**src/eth_pkg.sv**
```systemverilog
package eth_pkg;

	typedef logic [47:0] mac_addr_t;
	typedef logic [31:0] ipv4_t;
	typedef logic [15:0] ethertype_t;

	localparam ethertype_t ETH_TYPE_ARP  = 16'h0806;
	localparam ethertype_t ETH_TYPE_IPV4 = 16'h0800;

	// ARP over Ethernet carrying IPv4
	localparam logic [15:0] ARP_HTYPE_ETH = 16'h0001;
	localparam logic [7:0]  ARP_HLEN      = 8'd6;
	localparam logic [7:0]  ARP_PLEN      = 8'd4;
	localparam logic [15:0] ARP_OPER_REQ  = 16'd1;
	localparam logic [15:0] ARP_OPER_RPL  = 16'd2;
	localparam int          ARP_LEN       = 28;

	// Station addresses
	localparam mac_addr_t DEV_MAC  = 48'h02_00_00_00_00_01;
	localparam ipv4_t     DEV_IPV4 = {8'd192, 8'd168, 8'd1, 8'd10};

endpackage

```
**src/mac_pkg.sv**
```systemverilog
package mac_pkg;

	import eth_pkg::*;

	typedef struct packed {
		mac_addr_t  dst;
		mac_addr_t  src;
		ethertype_t ethertype;
	} mac_hdr_t;

	typedef struct packed {
		logic [7:0] data;
		logic       last;
	} tx_byte_t;

	localparam int HDR_LEN       = 14;
	localparam int MIN_FRAME_LEN = 60;

	localparam int PLD_FIFO_DEPTH = 32;
	localparam int HDR_FIFO_DEPTH = 2;

	// Source 0 is ARP, source 1 is user
	localparam int N_SRC = 2;

endpackage

```
**src/frame_fifo.sv**
```systemverilog
module frame_fifo #(
	parameter type entry_t = logic [7:0],
	parameter int  DEPTH   = 4
) (
	input  logic   clk,
	input  logic   arst_n,
	input  logic   push,
	input  entry_t din,
	input  logic   pop,
	output entry_t dout,
	output logic   empty,
	output logic   full
);

	localparam int AW = (DEPTH > 1) ? $clog2(DEPTH) : 1;
	localparam int CW = AW + 1;

	entry_t        mem [DEPTH];
	logic [AW-1:0] wr_ptr;
	logic [AW-1:0] rd_ptr;
	logic [CW-1:0] count;
	logic          do_push;
	logic          do_pop;

	assign do_push = push && !full;
	assign do_pop  = pop && !empty;

	always_ff @(posedge clk or negedge arst_n) begin
		if (!arst_n) begin
			wr_ptr <= '0;
			rd_ptr <= '0;
			count  <= '0;
		end else begin
			if (do_push)
				wr_ptr <= (wr_ptr == AW'(DEPTH - 1)) ? '0 : wr_ptr + 1'b1;
			if (do_pop)
				rd_ptr <= (rd_ptr == AW'(DEPTH - 1)) ? '0 : rd_ptr + 1'b1;
			count <= count + CW'(do_push) - CW'(do_pop);
		end
	end

	always_ff @(posedge clk) begin
		if (do_push)
			mem[wr_ptr] <= din;
	end

	// Head entry is shown without a read request
	assign dout  = mem[rd_ptr];
	assign empty = (count == '0);
	assign full  = (count == CW'(DEPTH));

endmodule

```
**src/mac_rx.sv**
```systemverilog
module mac_rx import eth_pkg::*, mac_pkg::*; (
	input  logic       clk,
	input  logic       arst_n,
	input  logic [7:0] rx_data,
	input  logic       rx_valid,
	input  logic       rx_last,
	output mac_addr_t  rx_dst,
	output mac_addr_t  rx_src,
	output ethertype_t rx_type,
	output logic       hdr_done,
	output logic [7:0] pld_data,
	output logic       pld_valid,
	output logic       pld_last
);

	logic [3:0] byte_cnt;
	logic       in_pld;
	mac_hdr_t   hdr;

	// Counter stops at HDR_LEN for the rest of the frame
	assign in_pld = (byte_cnt == 4'(HDR_LEN));

	always_ff @(posedge clk or negedge arst_n) begin
		if (!arst_n) begin
			byte_cnt  <= '0;
			hdr_done  <= 1'b0;
			pld_valid <= 1'b0;
			pld_last  <= 1'b0;
		end else begin
			hdr_done  <= rx_valid && (byte_cnt == 4'(HDR_LEN - 1));
			pld_valid <= rx_valid && in_pld;
			pld_last  <= rx_valid && in_pld && rx_last;
			if (rx_valid) begin
				if (rx_last)
					byte_cnt <= '0;
				else if (!in_pld)
					byte_cnt <= byte_cnt + 1'b1;
			end
		end
	end

	// Header bytes arrive most significant first
	always_ff @(posedge clk) begin
		if (rx_valid && !in_pld)
			hdr <= {hdr[8*HDR_LEN-9:0], rx_data};
		pld_data <= rx_data;
	end

	assign rx_dst  = hdr.dst;
	assign rx_src  = hdr.src;
	assign rx_type = hdr.ethertype;

endmodule

```
**src/arp_responder.sv**
```systemverilog
module arp_responder import eth_pkg::*, mac_pkg::*; (
	input  logic       clk,
	input  logic       arst_n,
	input  mac_addr_t  rx_src,
	input  ethertype_t rx_type,
	input  logic       hdr_done,
	input  logic [7:0] pld_data,
	input  logic       pld_valid,
	input  logic       pld_last,
	input  logic       pld_full,
	output logic       hdr_push,
	output mac_hdr_t   hdr_in,
	output logic       pld_push,
	output tx_byte_t   pld_in
);

	localparam int ARP_W = 8 * ARP_LEN;

	logic             arp_frm;
	logic [4:0]       rx_off;
	logic [ARP_W-1:0] arp_sr;
	logic [ARP_W-1:0] arp_nxt;
	logic             req_ok;
	logic             accept;
	logic             busy;
	logic [4:0]       tx_off;
	mac_addr_t        rpl_dst;
	mac_addr_t        rpl_tha;
	ipv4_t            rpl_tpa;
	logic [ARP_W-1:0] rpl;

	// Bytes after the ARP body are trailer and not stored
	assign arp_nxt = (rx_off < 5'(ARP_LEN)) ? {arp_sr[ARP_W-9:0], pld_data} : arp_sr;

	assign req_ok = (arp_nxt[ARP_W-1 -: 16] == ARP_HTYPE_ETH) &&
		(arp_nxt[ARP_W-17 -: 16] == ETH_TYPE_IPV4) &&
		(arp_nxt[ARP_W-49 -: 16] == ARP_OPER_REQ) &&
		(arp_nxt[31:0] == DEV_IPV4);

	assign accept = pld_valid && pld_last && arp_frm && !busy &&
		(rx_off >= 5'(ARP_LEN - 1)) && req_ok;

	always_ff @(posedge clk or negedge arst_n) begin
		if (!arst_n) begin
			arp_frm  <= 1'b0;
			rx_off   <= '0;
			busy     <= 1'b0;
			tx_off   <= '0;
			hdr_push <= 1'b0;
		end else begin
			hdr_push <= accept;
			if (hdr_done) begin
				arp_frm <= (rx_type == ETH_TYPE_ARP);
				rx_off  <= '0;
			end else if (pld_valid && arp_frm) begin
				if (pld_last)
					arp_frm <= 1'b0;
				if (rx_off < 5'(ARP_LEN))
					rx_off <= rx_off + 1'b1;
			end
			if (accept) begin
				busy   <= 1'b1;
				tx_off <= '0;
			end else if (pld_push) begin
				if (tx_off == 5'(ARP_LEN - 1))
					busy <= 1'b0;
				tx_off <= tx_off + 1'b1;
			end
		end
	end

	always_ff @(posedge clk) begin
		if (pld_valid && arp_frm)
			arp_sr <= arp_nxt;
		if (accept) begin
			rpl_dst <= rx_src;
			rpl_tha <= arp_nxt[ARP_W-65 -: 48];
			rpl_tpa <= arp_nxt[ARP_W-113 -: 32];
		end
	end

	assign rpl = {ARP_HTYPE_ETH, ETH_TYPE_IPV4, ARP_HLEN, ARP_PLEN, ARP_OPER_RPL,
		DEV_MAC, DEV_IPV4, rpl_tha, rpl_tpa};

	assign hdr_in   = '{dst: rpl_dst, src: DEV_MAC, ethertype: ETH_TYPE_ARP};
	assign pld_push = busy && !pld_full;
	assign pld_in   = '{data: rpl[8*(ARP_LEN-1-int'(tx_off)) +: 8],
		last: (tx_off == 5'(ARP_LEN - 1))};

endmodule

```
**src/tx_buf_mng.sv**
```systemverilog
module tx_buf_mng import eth_pkg::*, mac_pkg::*; (
	input  logic       clk,
	input  logic       arst_n,
	input  logic       arp_hdr_push,
	input  mac_hdr_t   arp_hdr_in,
	input  logic       arp_pld_push,
	input  tx_byte_t   arp_pld_in,
	input  mac_addr_t  usr_dst,
	input  ethertype_t usr_type,
	input  logic [7:0] usr_data,
	input  logic       usr_valid,
	input  logic       usr_last,
	input  logic       tx_ack,
	input  logic       pld_pop,
	output logic       arp_pld_full,
	output logic       usr_ready,
	output logic       tx_req,
	output mac_hdr_t   tx_hdr,
	output logic [7:0] pld_byte,
	output logic       pld_last,
	output logic       pld_avail
);

	typedef enum logic [1:0] {ARB_IDLE, ARB_REQ, ARB_REL} arb_state_t;

	arb_state_t state;
	logic       sel;
	logic       rr;
	logic       usr_first;
	logic       usr_push;
	logic       hdr_pop;

	logic     hdr_push_v [N_SRC];
	mac_hdr_t hdr_in_v   [N_SRC];
	logic     hdr_pop_v  [N_SRC];
	mac_hdr_t hdr_dout   [N_SRC];
	logic     hdr_empty  [N_SRC];
	logic     hdr_full   [N_SRC];
	logic     pld_push_v [N_SRC];
	tx_byte_t pld_in_v   [N_SRC];
	logic     pld_pop_v  [N_SRC];
	tx_byte_t pld_dout   [N_SRC];
	logic     pld_empty  [N_SRC];
	logic     pld_full   [N_SRC];

	assign hdr_push_v[0] = arp_hdr_push;
	assign hdr_in_v[0]   = arp_hdr_in;
	assign pld_push_v[0] = arp_pld_push;
	assign pld_in_v[0]   = arp_pld_in;
	assign arp_pld_full  = pld_full[0];

	// User header is taken from the sideband on the first byte
	assign usr_ready     = !pld_full[1] && (!usr_first || !hdr_full[1]);
	assign usr_push      = usr_valid && usr_ready;
	assign hdr_push_v[1] = usr_push && usr_first;
	assign hdr_in_v[1]   = '{dst: usr_dst, src: DEV_MAC, ethertype: usr_type};
	assign pld_push_v[1] = usr_push;
	assign pld_in_v[1]   = '{data: usr_data, last: usr_last};

	for (genvar s = 0; s < N_SRC; s++) begin : g_src
		assign hdr_pop_v[s] = hdr_pop && (sel == 1'(s));
		assign pld_pop_v[s] = pld_pop && (sel == 1'(s));

		frame_fifo #(.entry_t(mac_hdr_t), .DEPTH(HDR_FIFO_DEPTH)) u_hdr_fifo (
			.clk, .arst_n,
			.push (hdr_push_v[s]), .din (hdr_in_v[s]), .pop (hdr_pop_v[s]),
			.dout (hdr_dout[s]), .empty (hdr_empty[s]), .full (hdr_full[s])
		);

		frame_fifo #(.entry_t(tx_byte_t), .DEPTH(PLD_FIFO_DEPTH)) u_pld_fifo (
			.clk, .arst_n,
			.push (pld_push_v[s]), .din (pld_in_v[s]), .pop (pld_pop_v[s]),
			.dout (pld_dout[s]), .empty (pld_empty[s]), .full (pld_full[s])
		);
	end

	always_ff @(posedge clk or negedge arst_n) begin
		if (!arst_n) begin
			usr_first <= 1'b1;
			state     <= ARB_IDLE;
			sel       <= 1'b0;
			rr        <= 1'b0;
			tx_req    <= 1'b0;
		end else begin
			if (usr_push)
				usr_first <= usr_last;
			case (state)
				ARB_IDLE: if (!hdr_empty[rr] || !hdr_empty[!rr]) begin
					// Preferred source first, else the other one
					sel    <= hdr_empty[rr] ? !rr : rr;
					tx_req <= 1'b1;
					state  <= ARB_REQ;
				end
				ARB_REQ: if (tx_ack) begin
					tx_req <= 1'b0;
					rr     <= !sel;
					state  <= ARB_REL;
				end
				ARB_REL: if (!tx_ack)
					state <= ARB_IDLE;
				default: state <= ARB_IDLE;
			endcase
		end
	end

	assign hdr_pop   = (state == ARB_REQ) && tx_ack;
	assign tx_hdr    = hdr_dout[sel];
	assign pld_byte  = pld_dout[sel].data;
	assign pld_last  = pld_dout[sel].last;
	assign pld_avail = !pld_empty[sel];

endmodule

```
**src/mac_tx.sv**
```systemverilog
module mac_tx import mac_pkg::*; (
	input  logic       clk,
	input  logic       arst_n,
	input  logic       tx_req,
	input  mac_hdr_t   tx_hdr,
	input  logic [7:0] pld_byte,
	input  logic       pld_last,
	input  logic       pld_avail,
	output logic       tx_ack,
	output logic       pld_pop,
	output logic [7:0] phy_data,
	output logic       phy_valid,
	output logic       phy_last
);

	typedef enum logic [2:0] {ST_IDLE, ST_HDR, ST_PLD, ST_PAD, ST_ACK} state_t;

	state_t     state;
	logic [5:0] cnt;
	logic [7:0] hdr_byte;

	// cnt is the index of the byte being registered onto the PHY
	assign hdr_byte = tx_hdr[8*(HDR_LEN-1-int'(cnt)) +: 8];
	assign pld_pop  = (state == ST_PLD) && pld_avail;

	always_ff @(posedge clk or negedge arst_n) begin
		if (!arst_n) begin
			state     <= ST_IDLE;
			cnt       <= '0;
			tx_ack    <= 1'b0;
			phy_valid <= 1'b0;
			phy_last  <= 1'b0;
		end else begin
			phy_valid <= 1'b0;
			phy_last  <= 1'b0;
			case (state)
				ST_IDLE: if (tx_req) begin
					phy_valid <= 1'b1;
					cnt       <= 6'd1;
					state     <= ST_HDR;
				end
				ST_HDR: begin
					phy_valid <= 1'b1;
					cnt       <= cnt + 1'b1;
					if (cnt == 6'(HDR_LEN - 1))
						state <= ST_PLD;
				end
				ST_PLD: if (pld_avail) begin
					phy_valid <= 1'b1;
					if (cnt != 6'(MIN_FRAME_LEN))
						cnt <= cnt + 1'b1;
					if (pld_last) begin
						if (cnt >= 6'(MIN_FRAME_LEN - 1)) begin
							phy_last <= 1'b1;
							state    <= ST_ACK;
						end else begin
							state <= ST_PAD;
						end
					end
				end
				ST_PAD: begin
					phy_valid <= 1'b1;
					cnt       <= cnt + 1'b1;
					if (cnt == 6'(MIN_FRAME_LEN - 1)) begin
						phy_last <= 1'b1;
						state    <= ST_ACK;
					end
				end
				ST_ACK: if (!tx_ack) begin
					tx_ack <= 1'b1;
				end else if (!tx_req) begin
					tx_ack <= 1'b0;
					cnt    <= '0;
					state  <= ST_IDLE;
				end
				default: state <= ST_IDLE;
			endcase
		end
	end

	always_ff @(posedge clk) begin
		case (state)
			ST_IDLE, ST_HDR: phy_data <= hdr_byte;
			ST_PLD:          phy_data <= pld_byte;
			default:         phy_data <= '0;
		endcase
	end

endmodule

```
**src/eth_core.sv**
```systemverilog
module eth_core import eth_pkg::*, mac_pkg::*; (
	input  logic       clk,
	input  logic       arst_n,
	input  logic [7:0] rx_data,
	input  logic       rx_valid,
	input  logic       rx_last,
	input  mac_addr_t  usr_dst,
	input  ethertype_t usr_type,
	input  logic [7:0] usr_data,
	input  logic       usr_valid,
	input  logic       usr_last,
	output logic       usr_ready,
	output logic [7:0] phy_data,
	output logic       phy_valid,
	output logic       phy_last
);

	mac_addr_t  rx_src;
	ethertype_t rx_type;
	logic       hdr_done;
	logic [7:0] rx_pld_data;
	logic       rx_pld_valid;
	logic       rx_pld_last;

	logic       arp_hdr_push;
	mac_hdr_t   arp_hdr_in;
	logic       arp_pld_push;
	tx_byte_t   arp_pld_in;
	logic       arp_pld_full;

	logic       tx_req;
	logic       tx_ack;
	mac_hdr_t   tx_hdr;
	logic       tx_pld_pop;
	logic [7:0] tx_pld_byte;
	logic       tx_pld_last;
	logic       tx_pld_avail;

	// Destination field is not needed by any receive consumer
	mac_rx u_mac_rx (
		.clk, .arst_n, .rx_data, .rx_valid, .rx_last,
		.rx_dst (), .rx_src, .rx_type, .hdr_done,
		.pld_data (rx_pld_data), .pld_valid (rx_pld_valid), .pld_last (rx_pld_last)
	);

	arp_responder u_arp_responder (
		.clk, .arst_n, .rx_src, .rx_type, .hdr_done,
		.pld_data (rx_pld_data), .pld_valid (rx_pld_valid), .pld_last (rx_pld_last),
		.pld_full (arp_pld_full),
		.hdr_push (arp_hdr_push), .hdr_in (arp_hdr_in),
		.pld_push (arp_pld_push), .pld_in (arp_pld_in)
	);

	tx_buf_mng u_tx_buf_mng (
		.clk, .arst_n, .arp_hdr_push, .arp_hdr_in, .arp_pld_push, .arp_pld_in,
		.usr_dst, .usr_type, .usr_data, .usr_valid, .usr_last,
		.tx_ack, .pld_pop (tx_pld_pop), .arp_pld_full, .usr_ready, .tx_req, .tx_hdr,
		.pld_byte (tx_pld_byte), .pld_last (tx_pld_last), .pld_avail (tx_pld_avail)
	);

	mac_tx u_mac_tx (
		.clk, .arst_n, .tx_req, .tx_hdr,
		.pld_byte (tx_pld_byte), .pld_last (tx_pld_last), .pld_avail (tx_pld_avail),
		.tx_ack, .pld_pop (tx_pld_pop), .phy_data, .phy_valid, .phy_last
	);

endmodule

```
**config.mk**
```make
export PLATFORM = sky130hd
export DESIGN_NAME = eth_core
export DESIGN_NICKNAME = d
export VERILOG_FILES = /design/src/eth_pkg.sv /design/src/mac_pkg.sv /design/src/frame_fifo.sv /design/src/mac_rx.sv /design/src/arp_responder.sv /design/src/tx_buf_mng.sv /design/src/mac_tx.sv /design/src/eth_core.sv
export SDC_FILE = /design/constraint.sdc
export NUM_CORES = 2
export LEC_CHECK = 0
export ABC_AREA = 1
export BUFFER_PORTS_ARGS = -buffer_cell sky130_fd_sc_hd__buf_2
export CAP_MARGIN = 10
export CORE_ASPECT_RATIO = 2
export CORE_MARGIN = 5
export CORE_UTILIZATION = 55
export DETAILED_ROUTE_END_ITERATION = 7
export GPL_ROUTABILITY_DRIVEN = 0
export PLACE_DENSITY_LB_ADDON = 0.15
export SLEW_MARGIN = 20
export SYNTH_ARGS = -nofsm -noshare
export SYNTH_HDL_FRONTEND = slang
export SYNTH_SLANG_ARGS = --single-unit
```
**constraint.sdc**
```tcl
create_clock -name clk -period 9.2 [get_ports clk]
set_clock_uncertainty 0.05 [all_clocks]
set_input_delay 1.84 -clock clk [delete_from_list [all_inputs] [get_ports clk]]
set_output_delay 1.84 -clock clk [all_outputs]
set_load 0.05 [all_outputs]
```
==> impl_table.tex <==
\begin{tabular}{lr}
\hline
Metric & Value \\
\hline
\multicolumn{2}{l}{\textbf{Logic synthesis}} \\
\quad Cell types with the largest area share after synthesis & edfxtp\_1 (70\%), nand2\_1 (4.6\%), nor2\_1 (4.5\%), o21ai\_0 (4.0\%), dfrtp\_1 (3.7\%) \\
\quad Ys Warns & 0 \\
\quad Number of flops mapped to enable cells by yosys & 1216 \\
\quad Share of the yosys chip area belonging to registers & 0.7403 \\
\quad \#FFs+latches synth & between 1000 and 1500 \\
\quad Mapped Nets & 4391 \\
\quad Cell variety after synth & 42 \\
\quad Post-synth top area share & 0.6969 \\
\quad Cell area after synthesis & 52390 um2 \\
\quad Mean cell area of the mapped netlist & 12.32 um2 \\
\quad Post-synthesis instance total & 4254 \\
\quad Primary flip-flop cell chosen by synthesis mapping & edfxtp\_1 \\
\quad Async set-or-reset flop fraction in the synthesized netlist & 0.05954 \\
\quad Synth area leader & edfxtp\_1 \\
\multicolumn{2}{l}{\textbf{Clocking}} \\
\quad Maximum buffer depth of the clock tree & 3 \\
\quad Clock sink total & 1310 \\
\quad H-tree lvl count & 3 \\
\quad Clk slew on worst S/H paths & about 0.07 ns \\
\quad Total setup buffers inserted after CTS & 0 \\
\quad Clock tree from TritonCTS & built \\
\quad Cts bufs inserted & about 110 \\
\quad Latest clock arrival within the worst-skew pair & 0.72 ns \\
\quad Hold buffer count at cts & 0 \\
\quad Count of instances resized after the clock tree is built & 0 \\
\quad Clk Tree Root Cell & clkbuf\_16 \\
\multicolumn{2}{l}{\textbf{Place}} \\
\quad DP Cell Count & 5411 \\
\quad Cell area reported after detailed placement & between 50000 and 60000 um2 \\
\quad HPWL reported at the end of detailed placement & 79070 um \\
\quad Input/output buffers & 96 \\
\multicolumn{2}{l}{\textbf{Setup path}} \\
\quad Highest cell delay on the worst timing path & 0.87 ns \\
\quad Critical path launch point type & register \\
\quad Type of destination of the critical path & register \\
\quad Required time of the critical path & between 9 and 10 ns \\
\quad Critical path's slowest cell & buf\_4 \\
\quad Cell Chain, Critical Path & nand3\_4 > buf\_4 > o21ai\_0 > nor2\_1 > nand2\_1 > nor2\_1 > nand2\_1 > nor2\_1 > nand3\_2 > inv\_4 > buf\_4 \\
\quad Data arrival time of the worst path & 5.41 ns \\
\quad Largest driver fanout on the critical path & 113 \\
\quad Most prevalent standard cell on the critical path & nor2\_1 \\
\quad Type of the worst setup path & register to register \\
\multicolumn{2}{l}{\textbf{Layout}} \\
\quad Count of placed standard cells in the final layout, fillers left out & 5616 \\
\quad Most frequent cells in the layout & edfxtp\_1 (1216), nand2\_1 (639), nor2\_1 (622), o21ai\_0 (419), nand3\_1 (258) \\
\quad Share of final-layout standard cells stronger than drive strength 1 & 0.08341 \\
\quad Synth-to-layout area growth & 10.28\% \\
\quad Leading cell type in the layout, fill and taps excluded & edfxtp\_1 \\
\quad Final layout net count & 4444 \\
\quad Cell area after layout & 57780 um2 \\
\quad Core utilization of the finished layout & 0.6089 \\
\multicolumn{2}{l}{\textbf{Drt}} \\
\quad Routed WL per cell & 22.48 um \\
\quad Iteration count of the initial detailed-routing pass & 5 \\
\quad Detailed router's first-iteration violation count & 2880 \\
\quad Post-route ant nets & 0 \\
\quad Met2 WL post-DR & 68280 um \\
\quad Met3 Wirelength & 6097 um \\
\quad Via count of the routed design & around 32000 \\
\quad Met1 Routed Length & 46220 um \\
\quad Total routed wirelength & about 130000 um \\
\quad Post-detailed-route via-to-cell ratio & roughly 5.7 \\
\quad Highest routed metal layer & met4 \\
\quad Post-detailed-route DRC marker count & 0 \\
\multicolumn{2}{l}{\textbf{Floorplanning}} \\
\quad Top-level port count & 97 \\
\quad Std-Cell Core Area & 94890 um2 \\
\quad Chip Width & 228.2 um \\
\quad Die Ht & 446.5 um \\
\quad Cell Rows & 160 \\
\quad Initial core utilization & 0.5521 \\
\quad Die area & 101900 um2 \\
\multicolumn{2}{l}{\textbf{Flow run}} \\
\quad Count of max-cap constraint violations & 0 \\
\multicolumn{2}{l}{\textbf{Pwr}} \\
\quad Power consumption & 14.13 mW \\
\quad Static power due to leakage & 20.25 nW \\
\quad Maximum VDD drop & about 0.00018 V \\
\quad Total power density per cell area & 244.5 nW/um2 \\
\multicolumn{2}{l}{\textbf{Timing}} \\
\quad Unrepaired setup endpoints after global routing & no \\
\quad Slew Limit Fails & 0 \\
\quad Period utilization & 0.5569 \\
\quad Relative slew margins & 0.2261 \\
\quad Setup violators final & 0 \\
\quad Min Tclk post-route & 5.124 ns \\
\quad Total negative setup slack & 0 ns \\
\quad Least-Margin Pin Slew & 1.157 ns \\
\quad Fmax achieved & 195.2 MHz \\
\quad Final Hold Viols & 0 \\
\multicolumn{2}{l}{\textbf{GRT}} \\
\quad Total overflow reported by the global router & 0 \\
\quad Number of antenna violations at the first check in global routing & 1 \\
\quad Largest net degree at the start of global routing & between 100 and 150 \\
\quad GR Util All Layers & 0.2439 \\
\quad Wire length of the first global-routing pass & 190500 um \\
\quad Via count of the first global-routing pass & 32060 \\
\multicolumn{2}{l}{\textbf{Status}} \\
\quad Run status & complete, no violations \\
\multicolumn{2}{l}{\textbf{Min path}} \\
\quad HP Class & register to register \\
\hline
\end{tabular}
worst max-delay path, delay by kind of cell (launching register included):
family | cells | cell delay [ns]
compound gates | 1 | 0.25
buf+inv | 3 | 2.38
simple gates | 7 | 1.44
flops | 1 | 0.44
state kept, by name, summed over array words and instances (netlist names), 12 cells and up:
name / cells
u_arp_responder.rpl_tpa: 32
u_tx_buf_mng.g_src.u_pld_fifo.mem: 576
u_tx_buf_mng.g_src.u_pld_fifo.count: 12
u_mac_rx.rx_src: 48
u_arp_responder.arp_sr: 224
u_tx_buf_mng.g_src.u_hdr_fifo.mem: 224
u_arp_responder.rpl_dst: 48
u_mac_rx.rx_type: 16
u_arp_responder.rpl_tha: 48
per-stage QoR:
step | setup WS, ns | hold slack [ns]
3_3_place_gp | 4.159 | 0.3508
5_1_grt | 3.569 | 0.3629
4_1_cts | 4.025 | 0.3583
2_1_floorplan | 1.714 | 0.3503
6_report | 4.076 | 0.3610
3_5_place_dp | 4.071 | 0.3545
Yosys cell counts (5+ instances only):
cell type  count
o22ai_1       83
a31oi_1        5
ha_1          49
clkbuf_1     127
nor2_1       629
xnor2_1        9
dfxtp_1       16
nor3_1        35
a211oi_1       6
clkinv_1       9
xor2_1        17
edfxtp_1    1216
inv_1        262
nand4_1       13
o211ai_1      72
o21ai_0      419
a21oi_1      146
o21ai_1       32
nand3_1      258
buf_1         16
buf_2         59
mux2i_1        5
nand2_1      639
a22oi_1        6
or2_2          6
o21a_1         8
dfrtp_1       77
a22o_1         7
worst paths after layout:
path,to,cells after the start,start,slack (ns)
max,u_arp_responder.rpl_tpa[27],11,u_arp_responder.rx_off[3],4.08
min,u_arp_responder.arp_sr[60],0,u_arp_responder.arp_sr[52],0.36
max reg2reg,u_arp_responder.rpl_tpa[27],11,u_arp_responder.rx_off[3],4.08
min reg2reg,u_arp_responder.arp_sr[60],0,u_arp_responder.arp_sr[52],0.36
max in group asynchronous,u_tx_buf_mng.g_src[0].u_pld_fifo.rd_ptr[0],2,arst_n,6.82
min in group asynchronous,u_arp_responder.arp_frm,1,arst_n,0.94
final cells by class:
class | count | area, um2
inverter | 275 | 1042
multi-input combinational | 2463 | 11800
antenna | 1 | 2.502
timing repair buffer | 148 | 873.3
clock inverter | 74 | 848.3
fill | 7425 | 37110
sequential | 1310 | 38800
clock buffer | 130 | 2897
tap | 1215 | 1520
cell families (layout without fill, tap and decap cells):
family                     Yosys count  in the layout  synth area share
muxes                                5              5         0.0009553
xor gates and xnor gates            26             26          0.004346
DFF                               1310           1310            0.7403
AOI/OAI and AO/OA                  791            791           0.08299
other                                0              1                 0
adders and majority gates           51             51           0.01247
and+or+nand+nor                   1590           1590            0.1225
buffers and inverters              481            627           0.03644
power breakdown:
part           switching (mW)  internal (mW)  leakage (nW)  total, mW
clock                    2.14           2.71          1.83       4.84
combinational            1.79          0.620          6.87       2.41
sequential              0.158           6.72          11.5       6.88
routing by layer:
layer,track usage,up-vias
li1,-,15130
met1,0.2838,15820
met2,0.4529,1029
met3,0.02868,257
met4,0.1099,0
met5,0,-
No activity file was read; power rests on OpenSTA's default activity.
